--- src/logic/ex_pkg.sv ---
package ex_pkg;

    localparam int data_w     = 32;
    localparam int reg_addr_w = 5;
    localparam int div_steps  = 32;

    // one value per supported instruction
    typedef enum logic [5:0] {
        op_add, op_addu, op_sub, op_subu,
        op_slt, op_sltu,
        op_and, op_or, op_xor, op_nor,
        op_sll, op_srl, op_sra, op_sllv, op_srlv, op_srav,
        op_addi, op_addiu, op_slti, op_sltiu,
        op_andi, op_ori, op_xori, op_lui,
        op_mult, op_multu, op_div, op_divu,
        op_mthi, op_mtlo, op_mfhi, op_mflo,
        op_illegal
    } alu_op_e;

    typedef enum logic {
        dec_idle,
        dec_busy
    } dec_state_e;

    // major opcodes
    localparam logic [5:0] opcode_special = 6'h00;
    localparam logic [5:0] opc_addi       = 6'h08;
    localparam logic [5:0] opc_addiu      = 6'h09;
    localparam logic [5:0] opc_slti       = 6'h0a;
    localparam logic [5:0] opc_sltiu      = 6'h0b;
    localparam logic [5:0] opc_andi       = 6'h0c;
    localparam logic [5:0] opc_ori        = 6'h0d;
    localparam logic [5:0] opc_xori       = 6'h0e;
    localparam logic [5:0] opc_lui        = 6'h0f;

    // funct field of special
    localparam logic [5:0] funct_sll   = 6'h00;
    localparam logic [5:0] funct_srl   = 6'h02;
    localparam logic [5:0] funct_sra   = 6'h03;
    localparam logic [5:0] funct_sllv  = 6'h04;
    localparam logic [5:0] funct_srlv  = 6'h06;
    localparam logic [5:0] funct_srav  = 6'h07;
    localparam logic [5:0] funct_mfhi  = 6'h10;
    localparam logic [5:0] funct_mthi  = 6'h11;
    localparam logic [5:0] funct_mflo  = 6'h12;
    localparam logic [5:0] funct_mtlo  = 6'h13;
    localparam logic [5:0] funct_mult  = 6'h18;
    localparam logic [5:0] funct_multu = 6'h19;
    localparam logic [5:0] funct_div   = 6'h1a;
    localparam logic [5:0] funct_divu  = 6'h1b;
    localparam logic [5:0] funct_add   = 6'h20;
    localparam logic [5:0] funct_addu  = 6'h21;
    localparam logic [5:0] funct_sub   = 6'h22;
    localparam logic [5:0] funct_subu  = 6'h23;
    localparam logic [5:0] funct_and   = 6'h24;
    localparam logic [5:0] funct_or    = 6'h25;
    localparam logic [5:0] funct_xor   = 6'h26;
    localparam logic [5:0] funct_nor   = 6'h27;
    localparam logic [5:0] funct_slt   = 6'h2a;
    localparam logic [5:0] funct_sltu  = 6'h2b;

endpackage

--- src/logic/ex_op_if.sv ---
interface ex_op_if;

    logic                            valid;
    ex_pkg::alu_op_e                 op;
    logic [ex_pkg::data_w-1:0]       a;
    logic [ex_pkg::data_w-1:0]       b;
    logic [4:0]                      shamt;
    logic [ex_pkg::reg_addr_w-1:0]   dest;
    logic                            wr;

    modport dec_mp (
        output valid, op, a, b, shamt, dest, wr
    );

    modport exe_mp (
        input valid, op, a, b, shamt, dest, wr
    );

endinterface

--- src/logic/ex_res_if.sv ---
interface ex_res_if;

    logic                            valid;
    logic [ex_pkg::data_w-1:0]       data;
    logic [ex_pkg::reg_addr_w-1:0]   dest;
    logic                            wr;
    logic                            overflow;
    logic                            hi_we;
    logic                            lo_we;
    logic [ex_pkg::data_w-1:0]       hi;
    logic [ex_pkg::data_w-1:0]       lo;
    logic                            read_hi;
    logic                            read_lo;

    modport exe_mp (
        output valid, data, dest, wr, overflow, hi_we, lo_we, hi, lo, read_hi, read_lo
    );

    modport wb_mp (
        input valid, data, dest, wr, overflow, hi_we, lo_we, hi, lo, read_hi, read_lo
    );

endinterface

--- src/logic/ex_divider.sv ---
module ex_divider (
    input  logic                       clk,
    input  logic                       rst_i,
    input  logic                       start_i,
    input  logic                       signed_i,
    input  logic [ex_pkg::data_w-1:0]  dividend_i,
    input  logic [ex_pkg::data_w-1:0]  divisor_i,
    output logic                       busy_o,
    output logic                       done_o,
    output logic [ex_pkg::data_w-1:0]  quotient_o,
    output logic [ex_pkg::data_w-1:0]  remainder_o
);

    logic [ex_pkg::data_w-1:0]    quo;
    logic [ex_pkg::data_w-1:0]    rem;
    logic [ex_pkg::data_w-1:0]    dvs;
    logic                         q_neg;
    logic                         r_neg;
    logic [$clog2(ex_pkg::div_steps)-1:0] step_cnt;
    logic [ex_pkg::data_w:0]      shifted;
    logic [ex_pkg::data_w:0]      trial;

    // next partial remainder and trial subtraction
    assign shifted = {rem, quo[ex_pkg::data_w-1]};
    assign trial   = shifted - {1'b0, dvs};

    always_ff @(posedge clk) begin
        if (rst_i) begin
            busy_o <= 1'b0;
            done_o <= 1'b0;
        end else begin
            done_o <= busy_o && (int'(step_cnt) == ex_pkg::div_steps - 1);
            if (start_i) begin
                busy_o <= 1'b1;
            end else if (busy_o && int'(step_cnt) == ex_pkg::div_steps - 1) begin
                busy_o <= 1'b0;
            end
        end
    end

    always_ff @(posedge clk) begin
        if (start_i) begin
            quo      <= (signed_i && dividend_i[31]) ? -dividend_i : dividend_i;
            dvs      <= (signed_i && divisor_i[31]) ? -divisor_i : divisor_i;
            rem      <= '0;
            step_cnt <= '0;
            q_neg    <= signed_i && (dividend_i[31] ^ divisor_i[31]);
            r_neg    <= signed_i && dividend_i[31];
        end else if (busy_o) begin
            step_cnt <= step_cnt + 1'b1;
            if (!trial[ex_pkg::data_w]) begin
                rem <= trial[ex_pkg::data_w-1:0];
                quo <= {quo[ex_pkg::data_w-2:0], 1'b1};
            end else begin
                rem <= shifted[ex_pkg::data_w-1:0];
                quo <= {quo[ex_pkg::data_w-2:0], 1'b0};
            end
        end
    end

    // remainder follows the dividend sign
    assign quotient_o  = q_neg ? -quo : quo;
    assign remainder_o = r_neg ? -rem : rem;

endmodule

--- src/logic/ex_decode.sv ---
module ex_decode (
    input  logic                       clk,
    input  logic                       rst_i,
    input  logic                       req_i,
    input  logic [ex_pkg::data_w-1:0]  instr_i,
    input  logic [ex_pkg::data_w-1:0]  rs_data_i,
    input  logic [ex_pkg::data_w-1:0]  rt_data_i,
    input  logic                       release_i,
    ex_op_if.dec_mp                    op
);

    ex_pkg::dec_state_e               state;
    ex_pkg::alu_op_e                  dec_op;
    logic [ex_pkg::data_w-1:0]        dec_b;
    logic [ex_pkg::reg_addr_w-1:0]    dec_dest;
    logic [5:0]                       opcode;
    logic [5:0]                       funct;
    logic [15:0]                      imm;
    logic                             accept;

    assign opcode = instr_i[31:26];
    assign funct  = instr_i[5:0];
    assign imm    = instr_i[15:0];
    assign accept = req_i && (state == ex_pkg::dec_idle);

    always_comb begin
        dec_op   = ex_pkg::op_illegal;
        dec_b    = rt_data_i;
        dec_dest = instr_i[15:11];
        if (opcode == ex_pkg::opcode_special) begin
            case (funct)
                ex_pkg::funct_add:   dec_op = ex_pkg::op_add;
                ex_pkg::funct_addu:  dec_op = ex_pkg::op_addu;
                ex_pkg::funct_sub:   dec_op = ex_pkg::op_sub;
                ex_pkg::funct_subu:  dec_op = ex_pkg::op_subu;
                ex_pkg::funct_slt:   dec_op = ex_pkg::op_slt;
                ex_pkg::funct_sltu:  dec_op = ex_pkg::op_sltu;
                ex_pkg::funct_and:   dec_op = ex_pkg::op_and;
                ex_pkg::funct_or:    dec_op = ex_pkg::op_or;
                ex_pkg::funct_xor:   dec_op = ex_pkg::op_xor;
                ex_pkg::funct_nor:   dec_op = ex_pkg::op_nor;
                ex_pkg::funct_sll:   dec_op = ex_pkg::op_sll;
                ex_pkg::funct_srl:   dec_op = ex_pkg::op_srl;
                ex_pkg::funct_sra:   dec_op = ex_pkg::op_sra;
                ex_pkg::funct_sllv:  dec_op = ex_pkg::op_sllv;
                ex_pkg::funct_srlv:  dec_op = ex_pkg::op_srlv;
                ex_pkg::funct_srav:  dec_op = ex_pkg::op_srav;
                ex_pkg::funct_mult:  dec_op = ex_pkg::op_mult;
                ex_pkg::funct_multu: dec_op = ex_pkg::op_multu;
                ex_pkg::funct_div:   dec_op = ex_pkg::op_div;
                ex_pkg::funct_divu:  dec_op = ex_pkg::op_divu;
                ex_pkg::funct_mthi:  dec_op = ex_pkg::op_mthi;
                ex_pkg::funct_mtlo:  dec_op = ex_pkg::op_mtlo;
                ex_pkg::funct_mfhi:  dec_op = ex_pkg::op_mfhi;
                ex_pkg::funct_mflo:  dec_op = ex_pkg::op_mflo;
                default:             dec_op = ex_pkg::op_illegal;
            endcase
        end else begin
            // I-type writes rt
            dec_dest = instr_i[20:16];
            dec_b    = {{16{imm[15]}}, imm};
            case (opcode)
                ex_pkg::opc_addi:  dec_op = ex_pkg::op_addi;
                ex_pkg::opc_addiu: dec_op = ex_pkg::op_addiu;
                ex_pkg::opc_slti:  dec_op = ex_pkg::op_slti;
                ex_pkg::opc_sltiu: dec_op = ex_pkg::op_sltiu;
                ex_pkg::opc_andi: begin
                    dec_op = ex_pkg::op_andi;
                    dec_b  = {16'h0000, imm};
                end
                ex_pkg::opc_ori: begin
                    dec_op = ex_pkg::op_ori;
                    dec_b  = {16'h0000, imm};
                end
                ex_pkg::opc_xori: begin
                    dec_op = ex_pkg::op_xori;
                    dec_b  = {16'h0000, imm};
                end
                ex_pkg::opc_lui: begin
                    dec_op = ex_pkg::op_lui;
                    dec_b  = {imm, 16'h0000};
                end
                default: dec_op = ex_pkg::op_illegal;
            endcase
        end
    end

    always_ff @(posedge clk) begin
        if (rst_i) begin
            state    <= ex_pkg::dec_idle;
            op.valid <= 1'b0;
        end else begin
            op.valid <= accept;
            if (accept) begin
                state <= ex_pkg::dec_busy;
            end else if (release_i) begin
                state <= ex_pkg::dec_idle;
            end
        end
    end

    // operands held until the next accepted request
    always_ff @(posedge clk) begin
        if (accept) begin
            op.op    <= dec_op;
            op.a     <= rs_data_i;
            op.b     <= dec_b;
            op.shamt <= instr_i[10:6];
            op.dest  <= dec_dest;
            op.wr    <= !(dec_op inside {ex_pkg::op_mult, ex_pkg::op_multu, ex_pkg::op_div,
                                         ex_pkg::op_divu, ex_pkg::op_mthi, ex_pkg::op_mtlo,
                                         ex_pkg::op_illegal});
        end
    end

endmodule

--- src/logic/ex_execute.sv ---
module ex_execute (
    input  logic    clk,
    input  logic    rst_i,
    ex_op_if.exe_mp op,
    ex_res_if.exe_mp res
);

    logic [ex_pkg::data_w-1:0]    sum;
    logic [ex_pkg::data_w-1:0]    diff;
    logic [ex_pkg::data_w-1:0]    alu_res;
    logic [4:0]                   sh_amt;
    logic                         ovf;
    logic                         sign_mul;
    logic [2*ex_pkg::data_w-1:0]  mul_a;
    logic [2*ex_pkg::data_w-1:0]  mul_b;
    logic [2*ex_pkg::data_w-1:0]  prod;
    logic                         is_div;
    logic                         div_start;
    logic                         div_busy;
    logic                         div_done;
    logic [ex_pkg::data_w-1:0]    div_quo;
    logic [ex_pkg::data_w-1:0]    div_rem;

    assign sum  = op.a + op.b;
    assign diff = op.a - op.b;

    // variable shifts take rs[4:0]
    assign sh_amt = (op.op inside {ex_pkg::op_sllv, ex_pkg::op_srlv, ex_pkg::op_srav}) ?
                    op.a[4:0] : op.shamt;

    always_comb begin
        alu_res = '0;
        ovf     = 1'b0;
        case (op.op)
            ex_pkg::op_add, ex_pkg::op_addi: begin
                alu_res = sum;
                ovf     = (op.a[31] == op.b[31]) && (sum[31] != op.a[31]);
            end
            ex_pkg::op_addu, ex_pkg::op_addiu: alu_res = sum;
            ex_pkg::op_sub: begin
                alu_res = diff;
                ovf     = (op.a[31] != op.b[31]) && (diff[31] != op.a[31]);
            end
            ex_pkg::op_subu: alu_res = diff;
            ex_pkg::op_slt, ex_pkg::op_slti: alu_res = {31'b0, $signed(op.a) < $signed(op.b)};
            ex_pkg::op_sltu, ex_pkg::op_sltiu: alu_res = {31'b0, op.a < op.b};
            ex_pkg::op_and, ex_pkg::op_andi: alu_res = op.a & op.b;
            ex_pkg::op_or, ex_pkg::op_ori: alu_res = op.a | op.b;
            ex_pkg::op_xor, ex_pkg::op_xori: alu_res = op.a ^ op.b;
            ex_pkg::op_nor: alu_res = ~(op.a | op.b);
            ex_pkg::op_lui: alu_res = op.b;
            ex_pkg::op_sll, ex_pkg::op_sllv: alu_res = op.b << sh_amt;
            ex_pkg::op_srl, ex_pkg::op_srlv: alu_res = op.b >> sh_amt;
            ex_pkg::op_sra, ex_pkg::op_srav: alu_res = $signed(op.b) >>> sh_amt;
            default: alu_res = '0;
        endcase
    end

    // one 64-bit multiplier, sign handled by the extension
    assign sign_mul = (op.op == ex_pkg::op_mult);
    assign mul_a    = {{ex_pkg::data_w{sign_mul & op.a[31]}}, op.a};
    assign mul_b    = {{ex_pkg::data_w{sign_mul & op.b[31]}}, op.b};
    assign prod     = mul_a * mul_b;

    assign is_div    = op.op inside {ex_pkg::op_div, ex_pkg::op_divu};
    assign div_start = op.valid && is_div && !div_busy;

    ex_divider u_ex_divider (
        .clk         (clk),
        .rst_i       (rst_i),
        .start_i     (div_start),
        .signed_i    (op.op == ex_pkg::op_div),
        .dividend_i  (op.a),
        .divisor_i   (op.b),
        .busy_o      (div_busy),
        .done_o      (div_done),
        .quotient_o  (div_quo),
        .remainder_o (div_rem)
    );

    always_ff @(posedge clk) begin
        if (rst_i) begin
            res.valid <= 1'b0;
        end else begin
            res.valid <= (op.valid && !is_div) || div_done;
        end
    end

    always_ff @(posedge clk) begin
        if (div_done) begin
            res.data     <= '0;
            res.wr       <= 1'b0;
            res.overflow <= 1'b0;
            res.hi_we    <= 1'b1;
            res.lo_we    <= 1'b1;
            res.hi       <= div_rem;
            res.lo       <= div_quo;
            res.read_hi  <= 1'b0;
            res.read_lo  <= 1'b0;
        end else if (op.valid) begin
            res.data     <= alu_res;
            res.dest     <= op.dest;
            // overflow suppresses the register write
            res.wr       <= op.wr && !ovf;
            res.overflow <= ovf;
            res.hi_we    <= op.op inside {ex_pkg::op_mult, ex_pkg::op_multu, ex_pkg::op_mthi};
            res.lo_we    <= op.op inside {ex_pkg::op_mult, ex_pkg::op_multu, ex_pkg::op_mtlo};
            res.hi       <= (op.op == ex_pkg::op_mthi) ? op.a : prod[63:32];
            res.lo       <= (op.op == ex_pkg::op_mtlo) ? op.a : prod[31:0];
            res.read_hi  <= (op.op == ex_pkg::op_mfhi);
            res.read_lo  <= (op.op == ex_pkg::op_mflo);
        end
    end

endmodule

--- src/logic/ex_writeback.sv ---
module ex_writeback (
    input  logic                           clk,
    input  logic                           rst_i,
    input  logic                           req_i,
    ex_res_if.wb_mp                        res,
    output logic                           ack_o,
    output logic                           wr_en_o,
    output logic [ex_pkg::reg_addr_w-1:0]  wr_addr_o,
    output logic [ex_pkg::data_w-1:0]      wr_data_o,
    output logic                           overflow_o,
    output logic                           release_o
);

    logic [ex_pkg::data_w-1:0] hi_q;
    logic [ex_pkg::data_w-1:0] lo_q;

    always_ff @(posedge clk) begin
        if (rst_i) begin
            hi_q <= '0;
            lo_q <= '0;
        end else if (res.valid) begin
            if (res.hi_we) begin
                hi_q <= res.hi;
            end
            if (res.lo_we) begin
                lo_q <= res.lo;
            end
        end
    end

    always_ff @(posedge clk) begin
        if (rst_i) begin
            ack_o      <= 1'b0;
            wr_en_o    <= 1'b0;
            overflow_o <= 1'b0;
            release_o  <= 1'b0;
        end else begin
            release_o <= 1'b0;
            if (res.valid) begin
                ack_o      <= 1'b1;
                wr_en_o    <= res.wr;
                overflow_o <= res.overflow;
            end else if (ack_o && !req_i) begin
                // request dropped, close the handshake
                ack_o     <= 1'b0;
                release_o <= 1'b1;
            end
        end
    end

    // mfhi and mflo read the stored pair
    always_ff @(posedge clk) begin
        if (res.valid) begin
            wr_addr_o <= res.dest;
            wr_data_o <= res.read_hi ? hi_q : (res.read_lo ? lo_q : res.data);
        end
    end

endmodule

--- src/logic/ex_stage_top.sv ---
module ex_stage_top (
    input  logic                           clk,
    input  logic                           rst_i,
    input  logic                           req_i,
    input  logic [ex_pkg::data_w-1:0]      instr_i,
    input  logic [ex_pkg::data_w-1:0]      rs_data_i,
    input  logic [ex_pkg::data_w-1:0]      rt_data_i,
    output logic                           ack_o,
    output logic                           wr_en_o,
    output logic [ex_pkg::reg_addr_w-1:0]  wr_addr_o,
    output logic [ex_pkg::data_w-1:0]      wr_data_o,
    output logic                           overflow_o
);

    logic wb_release;

    ex_op_if  op_if ();
    ex_res_if res_if ();

    ex_decode u_ex_decode (
        .clk       (clk),
        .rst_i     (rst_i),
        .req_i     (req_i),
        .instr_i   (instr_i),
        .rs_data_i (rs_data_i),
        .rt_data_i (rt_data_i),
        .release_i (wb_release),
        .op        (op_if.dec_mp)
    );

    ex_execute u_ex_execute (
        .clk   (clk),
        .rst_i (rst_i),
        .op    (op_if.exe_mp),
        .res   (res_if.exe_mp)
    );

    ex_writeback u_ex_writeback (
        .clk        (clk),
        .rst_i      (rst_i),
        .req_i      (req_i),
        .res        (res_if.wb_mp),
        .ack_o      (ack_o),
        .wr_en_o    (wr_en_o),
        .wr_addr_o  (wr_addr_o),
        .wr_data_o  (wr_data_o),
        .overflow_o (overflow_o),
        .release_o  (wb_release)
    );

endmodule

--- config.mk ---
export PLATFORM = sky130hd
export DESIGN_NAME = ex_stage_top
export DESIGN_NICKNAME = d
export VERILOG_FILES = /design/src/logic/ex_pkg.sv /design/src/logic/ex_op_if.sv /design/src/logic/ex_res_if.sv /design/src/logic/ex_divider.sv /design/src/logic/ex_decode.sv /design/src/logic/ex_execute.sv /design/src/logic/ex_writeback.sv /design/src/logic/ex_stage_top.sv
export SDC_FILE = /design/constraint.sdc
export NUM_CORES = 2
export LEC_CHECK = 0
export BUFFER_PORTS_ARGS = -buffer_cell sky130_fd_sc_hd__buf_2
export CAP_MARGIN = 40
export CORE_MARGIN = 2
export CORE_UTILIZATION = 40
export CTS_CLUSTER_DIAMETER = 150
export DETAILED_ROUTE_END_ITERATION = 7
export PLACE_DENSITY_LB_ADDON = 0.12
export SLEW_MARGIN = 20
export SYNTH_ARGS = -nofsm -noshare
export SYNTH_HDL_FRONTEND = slang
export SYNTH_SLANG_ARGS = --single-unit
--- constraint.sdc ---
create_clock -name clk -period 25.5 [get_ports clk]
set_input_delay 1.275 -clock clk [delete_from_list [all_inputs] [get_ports clk]]
set_output_delay 1.275 -clock clk [all_outputs]
set_load 0.05 [all_outputs]
### Word-level counts from Yosys, hierarchy flattened

Memory sizes are Yosys's and may differ from the RTL's.
Index checks and enable logic that the tools add are counted.

* reductions and logical operators: 46
* shift-type cells: 3
* add/sub/neg operators: 8
* mux-type cells: 31
* $mul: 1
* bitwise logic cells: 9
* eq/ne operators: 51
* order comparisons: 2

Operators by type and width (count)
* 32-bit two-way mux: 16
* 32-bit one-hot mux with 12 select lines: 1
* 6-bit by 5-bit == test with 1-bit output, second input constant: 22
* 32-bit negator: 4
* 6-bit by 4-bit == test with 1-bit output, second input constant: 16
* 32-bit < comparator: 2
* 33-bit by 33-bit multiplier with 64-bit output: 1
* 32-bit one-hot mux with 2 select lines: 1
* 6-bit one-hot mux with 8 select lines: 1
* 33-bit by 32-bit subtractor with 33-bit output: 1
* 32-bit adder: 1
* 32-bit bitwise AND: 1
* 32-bit inverter: 1
* 32-bit bitwise OR: 1
* 32-bit by 5-bit left shift with 32-bit output: 1
* 32-bit by 5-bit >> shifter with 32-bit output: 1
* 32-bit by 5-bit >>> shifter with 32-bit output: 1
* 32-bit subtractor: 1
* 32-bit bitwise XOR: 1
* 6-bit by 3-bit == test with 1-bit output, second input constant: 4
* 2-bit OR reduction: 11
* 6-bit by 2-bit == test with 1-bit output, second input constant: 2
* 1-bit logical AND: 12
* 6-bit zero test: 2
* 21 further kinds: 46

* bits in registers: 401
* output and inout bits: 40
* memories: 1
* input bits: 99
* bits in read-only memories: 384

Memory list
* (no name shown): words 64, width 6, read ports 1, clocked after Yosys merged registers in 0, write ports 0, line ex_decode.sv:31 `case (funct)`

### Depth between registers and ports, before layout

* depth in word-level cells: 6
* mapped depth: 33

### Cells and area by module

Synthesis repeated with hierarchy kept, for this count alone.

* cell total of the unflattened synthesis: 7725
* area, all modules: 67857.6 µm²

Modules (own cells, without submodules)
* ex_execute: area an instance 51237.9 µm², times used 1, cells an instance 6027
* ex_divider: area an instance 8438.1 µm², times used 1, cells an instance 1012
* ex_writeback: area an instance 4739.5 µm², times used 1, cells an instance 448
* ex_decode: area an instance 3442.1 µm², times used 1, cells an instance 238

### Least setup slack after synthesis

Ideal clock, no wire load.

* path type: reg2reg
* start point: reg u_ex_decode.op.op[5]
* end point: reg u_ex_execute.res.hi[30], data pin
* required time: 25245 ps
* data arrival time: 8543 ps
* cell stages (with the launch flop): 34
* path buffers: 4
* setup time: 255 ps
* period minus slack after synthesis: 8798 ps
* setup slack: 16702 ps
* cells stage by stage: edfxtp_1 -> clkbuf_1 -> nand2b_1 -> clkbuf_1 -> nor4_1 -> clkbuf_1 -> nand2_1 -> inv_1 -> fa_1 -> inv_1 -> fa_1 -> inv_1 -> fa_1 -> fa_1 -> inv_1 -> fa_1 -> inv_1 -> fa_1 -> inv_1 -> fa_1 -> fa_1 -> inv_1 -> ha_1 -> clkbuf_1 -> nand2_1 -> nor2_1 -> a221oi_1 -> o21ai_0 -> a21oi_1 -> o21ai_0 -> a21oi_1 -> o21ai_0 -> or4_1 -> and3_1

* cells in the longest elaborated chain, start to end: 6

RTL lines
* start: declaration: line ex_op_if.sv:12 `output valid, op, a, b, shamt, dest, wr`
* 6-bit by 5-bit == test with 1-bit output: line ex_execute.sv:60 `assign sign_mul = (op.op == ex_pkg::op_mult);`
* 1-bit bitwise AND, on equally long branches: line ex_execute.sv:61, ex_execute.sv:62
* 33-bit by 33-bit multiplier with 64-bit output: line ex_execute.sv:63 `assign prod = mul_a * mul_b;`
* 32-bit two-way mux *: line ex_execute.sv:108 `res.hi <= (op.op == ex_pkg::op_mthi) ? op.a : prod[63:32];`
* 32-bit two-way mux *: line ex_execute.sv:100 `end else if (op.valid) begin`
* 32-bit two-way mux *: line ex_execute.sv:90 `if (div_done) begin`
* end signal: assignment: line ex_execute.sv:96 `res.hi <= div_rem;`
* end signal: assignment: line ex_execute.sv:108
* end: declaration: line ex_res_if.sv:16 `output valid, data, dest, wr, overflow, hi_we, lo_we, hi, lo, read_hi, read_lo`

Mark *: on every way between the ends. The rest lies on a longest branch, timed or not. The select of a mux whose other input is x is not followed.
A chain may end at the register's enable or synchronous reset.

### Worst setup path after layout

* start point: reg u_ex_decode.op.op[1]
* end point: reg u_ex_execute.res.hi[18], data pin

The elaborated chain is that of the path after synthesis.

==> impl_metrics.yaml <==
cts:
  clock_sinks: 401
  cts_root_buffer: "clkbuf_16"
  postCtsSetupRepairBufs: 0
  cts_resized: 0
  htree_levels: 2
  ctsLongestPathBuffers: 3
  tritoncts: "yes"
  clock_latency_ns: 0.66
  hold_buffers: 0
  cts-buffers-inserted: 46
  clkSlewWorstSetupHoldPaths_ns: 0.06
logic_synthesis:
  yosysSeqAreaShare_pct: 15.9
  ys_warn_count: 0
  ys.flop_type: "edfxtp_1"
  synth_top_area_share_pct: 33.9
  ys_types: 96
  ys_seq_elements: 401
  synth_area_leaders: "fa_1 (34%), edfxtp_1 (11%), inv_1 (7.2%), nand2_1 (7.1%), ha_1 (6.6%)"
  mappedNetlistArea_um2: 66600
  syn_area_per_cell_um2: 8.69
  synth_cells: 7660
  synth-edff-count: 253
  syn_nets: 9240
  synth_top_area_cell: "fa_1"
  async_flop_share_pct: 0
routing:
  post_drt_wl_per_cell_um: 28.9
  drt_iter0_markers: 6611
  wl_mm: 283
  viasPerCell: 5.88
  drt_pass1_iterations: 8
  vias: 57600
  ant_nets: 0
  drcViolationCount: 8
placement:
  io_buffer_count: 133
  place_congestion: 1.07
  hpwl_mm: 217
sta:
  hold_ws_ns: 0.405
  slew_headroom_pct: 26.5
  tightest_slew_ns: 1.10
  tns_ns: 0
  setup_viol: 0
  clock-skew-final_ns: 0.0609
  period_share_pct: 43.9
  max_freq_ghz: 0.0893
  period_needed_ns: 11.20
  rsz0062_at_grt: "false"
  finalHoldViolations: 0
  maxSlewViolCount: 0
global_route:
  grt-ovfl-total: 0
  antenna_found_initial: 26
  grt_max_degree: 70
  grt_use_total_pct: 33.4
  grt_pass1_wl_mm: 409
  grt_pass1_vias: 57330
worst_setup_path:
  slowest_stage: "mux2i_1"
  crit_fanout: 24
  required_ns: 26.03
  crit_path_frequent_cell: "fa_1"
  cp-start-kind: "flip-flop"
  reg2reg_slack_ns: 14.30
  r2r_cells: 30
  crit_buf_inv: 7
  endpoint_kind: "flip-flop"
  crit_arrival_ns: 11.72
  r2r-start: "u_ex_decode.op.op[1]"
  critPathTopFamily: "adder cells"
  r2r-end: "u_ex_execute.res.hi[18]"
  max_stage_delay_ns: 0.76
  critPathKind: "reg -> reg"
worst_hold_path:
  worstHoldPathType: "reg -> reg"
  holdPathStages: 1
  hold_end: "u_ex_decode.state"
  hp-start: "u_ex_writeback.release_o"
run_status:
  status: "finished with violations"
  violations: "DRC"
final_layout:
  area_delta_synth_final_pct: 7.72
  drive_above_1_share_pct: 7.51
  num-nets-final: 9150
floorplan:
  ios: 139
  core_um2: 165000
  die_w_um: 412
  start_util_pct: 40.3
  die-area_um2: 170000
  die_y_um: 412
  num_rows: 149
job:
  cap_viol_max_count: 0
==> worst max-delay path by stage <==
stage | depth (start not counted) | endpoint | from
finish | 30 | u_ex_execute.res.hi[18] | u_ex_decode.op.op[1]
global route | 28 | u_ex_execute.res.hi[27] | u_ex_decode.op.a[31]
CTS | 28 | u_ex_execute.res.hi[27] | u_ex_decode.op.a[31]
detailed placement | 27 | u_ex_execute.res.hi[25] | u_ex_decode.op.op[1]
global placement | 29 | u_ex_execute.res.hi[16] | u_ex_decode.op.op[1]
floorplan | 33 | u_ex_execute.res.hi[30] | u_ex_decode.op.op[5]
==> cell families (layout without fill, tap and decap cells) <==
family                     count (synthesis)  count (layout)  share of synthesized area [%]
DFF                                      401             401                           15.9
other                                      0               6                              0
buffers and inverters                   1816            1764                           10.3
muxes                                    154             154                           3.29
xor gates and xnor gates                 230             230                           3.03
adders and majority gates               1481            1481                           40.6
AOI/OAI and AO/OA                       1290            1290                           12.5
and+or+nand+nor                         2288            2288                           14.4
==> registers in the layout, summed over array words and instances (netlist names), 6 cells and up <==
| name | cells |
|---|---|
| u_ex_execute.res.lo | 32 |
| u_ex_execute.u_ex_divider.quo | 32 |
| u_ex_decode.op.op | 6 |
| u_ex_decode.op.b | 32 |
| u_ex_writeback.wr_data_o | 32 |
| u_ex_execute.u_ex_divider.dvs | 32 |
| u_ex_writeback.lo_q | 32 |
| u_ex_execute.u_ex_divider.rem | 32 |
| u_ex_decode.op.a | 32 |
| u_ex_execute.res.data | 32 |
| u_ex_writeback.hi_q | 32 |
| u_ex_execute.res.hi | 32 |
==> layout by cell type, fill, tap and decap left out, drive strengths merged, types with 19 or more instances in the layout <==
| cell | synthesis | final |
|---|---|---|
| nor4 | 27 | 27 |
| mux2i | 97 | 97 |
| inv | 1287 | 1292 |
| mux4 | 51 | 51 |
| a31oi | 52 | 52 |
| o31ai | 49 | 49 |
| nand2b | 31 | 31 |
| xor2 | 83 | 83 |
| a221o | 25 | 25 |
| a21o | 70 | 70 |
| o21bai | 32 | 32 |
| nand3 | 79 | 79 |
| o22ai | 19 | 19 |
| a21oi | 355 | 355 |
| clkbuf | 382 | 64 |
| nor2 | 615 | 615 |
| and2 | 45 | 45 |
| dfxtp | 148 | 148 |
| a222oi | 22 | 22 |
| clkinv | 16 | 29 |
| nand4 | 27 | 27 |
| nor3 | 84 | 84 |
| ha | 353 | 353 |
| o211ai | 43 | 43 |
| nand2 | 1258 | 1258 |
| or3 | 25 | 25 |
| a221oi | 34 | 34 |
| buf | 131 | 374 |
| fa | 1128 | 1128 |
| a211oi | 69 | 69 |
| o21ai | 312 | 312 |
| xnor2 | 147 | 147 |
| and3 | 22 | 22 |
| edfxtp | 253 | 253 |
==> worst reg2reg max path, delay by kind of cell, from the launching register on <==
| family | cells | cell delay, ns |
|---|---|---|
| AND/OR/NAND/NOR | 8 | 2.25 |
| AO/OA/AOI/OAI | 5 | 1.78 |
| multiplexers | 1 | 0.76 |
| adder cells (fa/ha/maj) | 9 | 4.32 |
| buffers and inverters | 7 | 1.27 |
| flip-flops | 1 | 0.71 |
==> per-stage QoR <==
stage	setup WS, ns	utilization [%]	cells	area, µm²
3_5_place_dp	14.68	42.4	9707	70100
6_report	14.30	43.4	9803	71700
4_1_cts	14.65	43.4	9793	71600
2_1_floorplan	16.70	-	7660	66600
5_1_grt	14.08	43.4	9797	71700
3_3_place_gp	14.59	42.2	9677	69700
==> synthesized netlist by cell type, types with 34 or more instances <==
library cell / n
o21ai_0: 305
o211ai_1: 43
nand2_1: 1258
nor3_1: 83
nand3_1: 79
fa_1: 1128
buf_1: 101
edfxtp_1: 253
a211oi_1: 69
mux2i_1: 97
a31oi_1: 52
xor2_1: 83
dfxtp_1: 148
a21oi_1: 355
nor2_1: 614
mux4_2: 51
and2_1: 45
xnor2_1: 147
ha_1: 353
o31ai_1: 49
a221oi_1: 34
clkbuf_1: 381
a21o_1: 70
inv_1: 1283
==> cell type report <==
cell class | instances | area, µm²
antenna | 6 | 15.0
clock buffer | 63 | 1350
clock inverter | 23 | 188
fill | 16651 | 93500
inverter | 1303 | 4890
multi-input combinational | 5443 | 49200
sequential | 401 | 10600
tap | 2189 | 2740
timing repair buffer | 375 | 2710
==> metal layers <==
layer	wire length [µm]	GRT usage [%]	part of all wire, %	vias to the layer above
li1	-	-	-	24371
met1	116000	45.5	41	29444
met2	121000	50.1	43	3099
met3	30400	8.61	11	672
met4	15400	14.6	5.4	14
met5	91	0	0.032	-
Power is left out: the tool's default activity adds up to more than one toggle a clock period on the data nets, which glitch-free logic cannot reach.
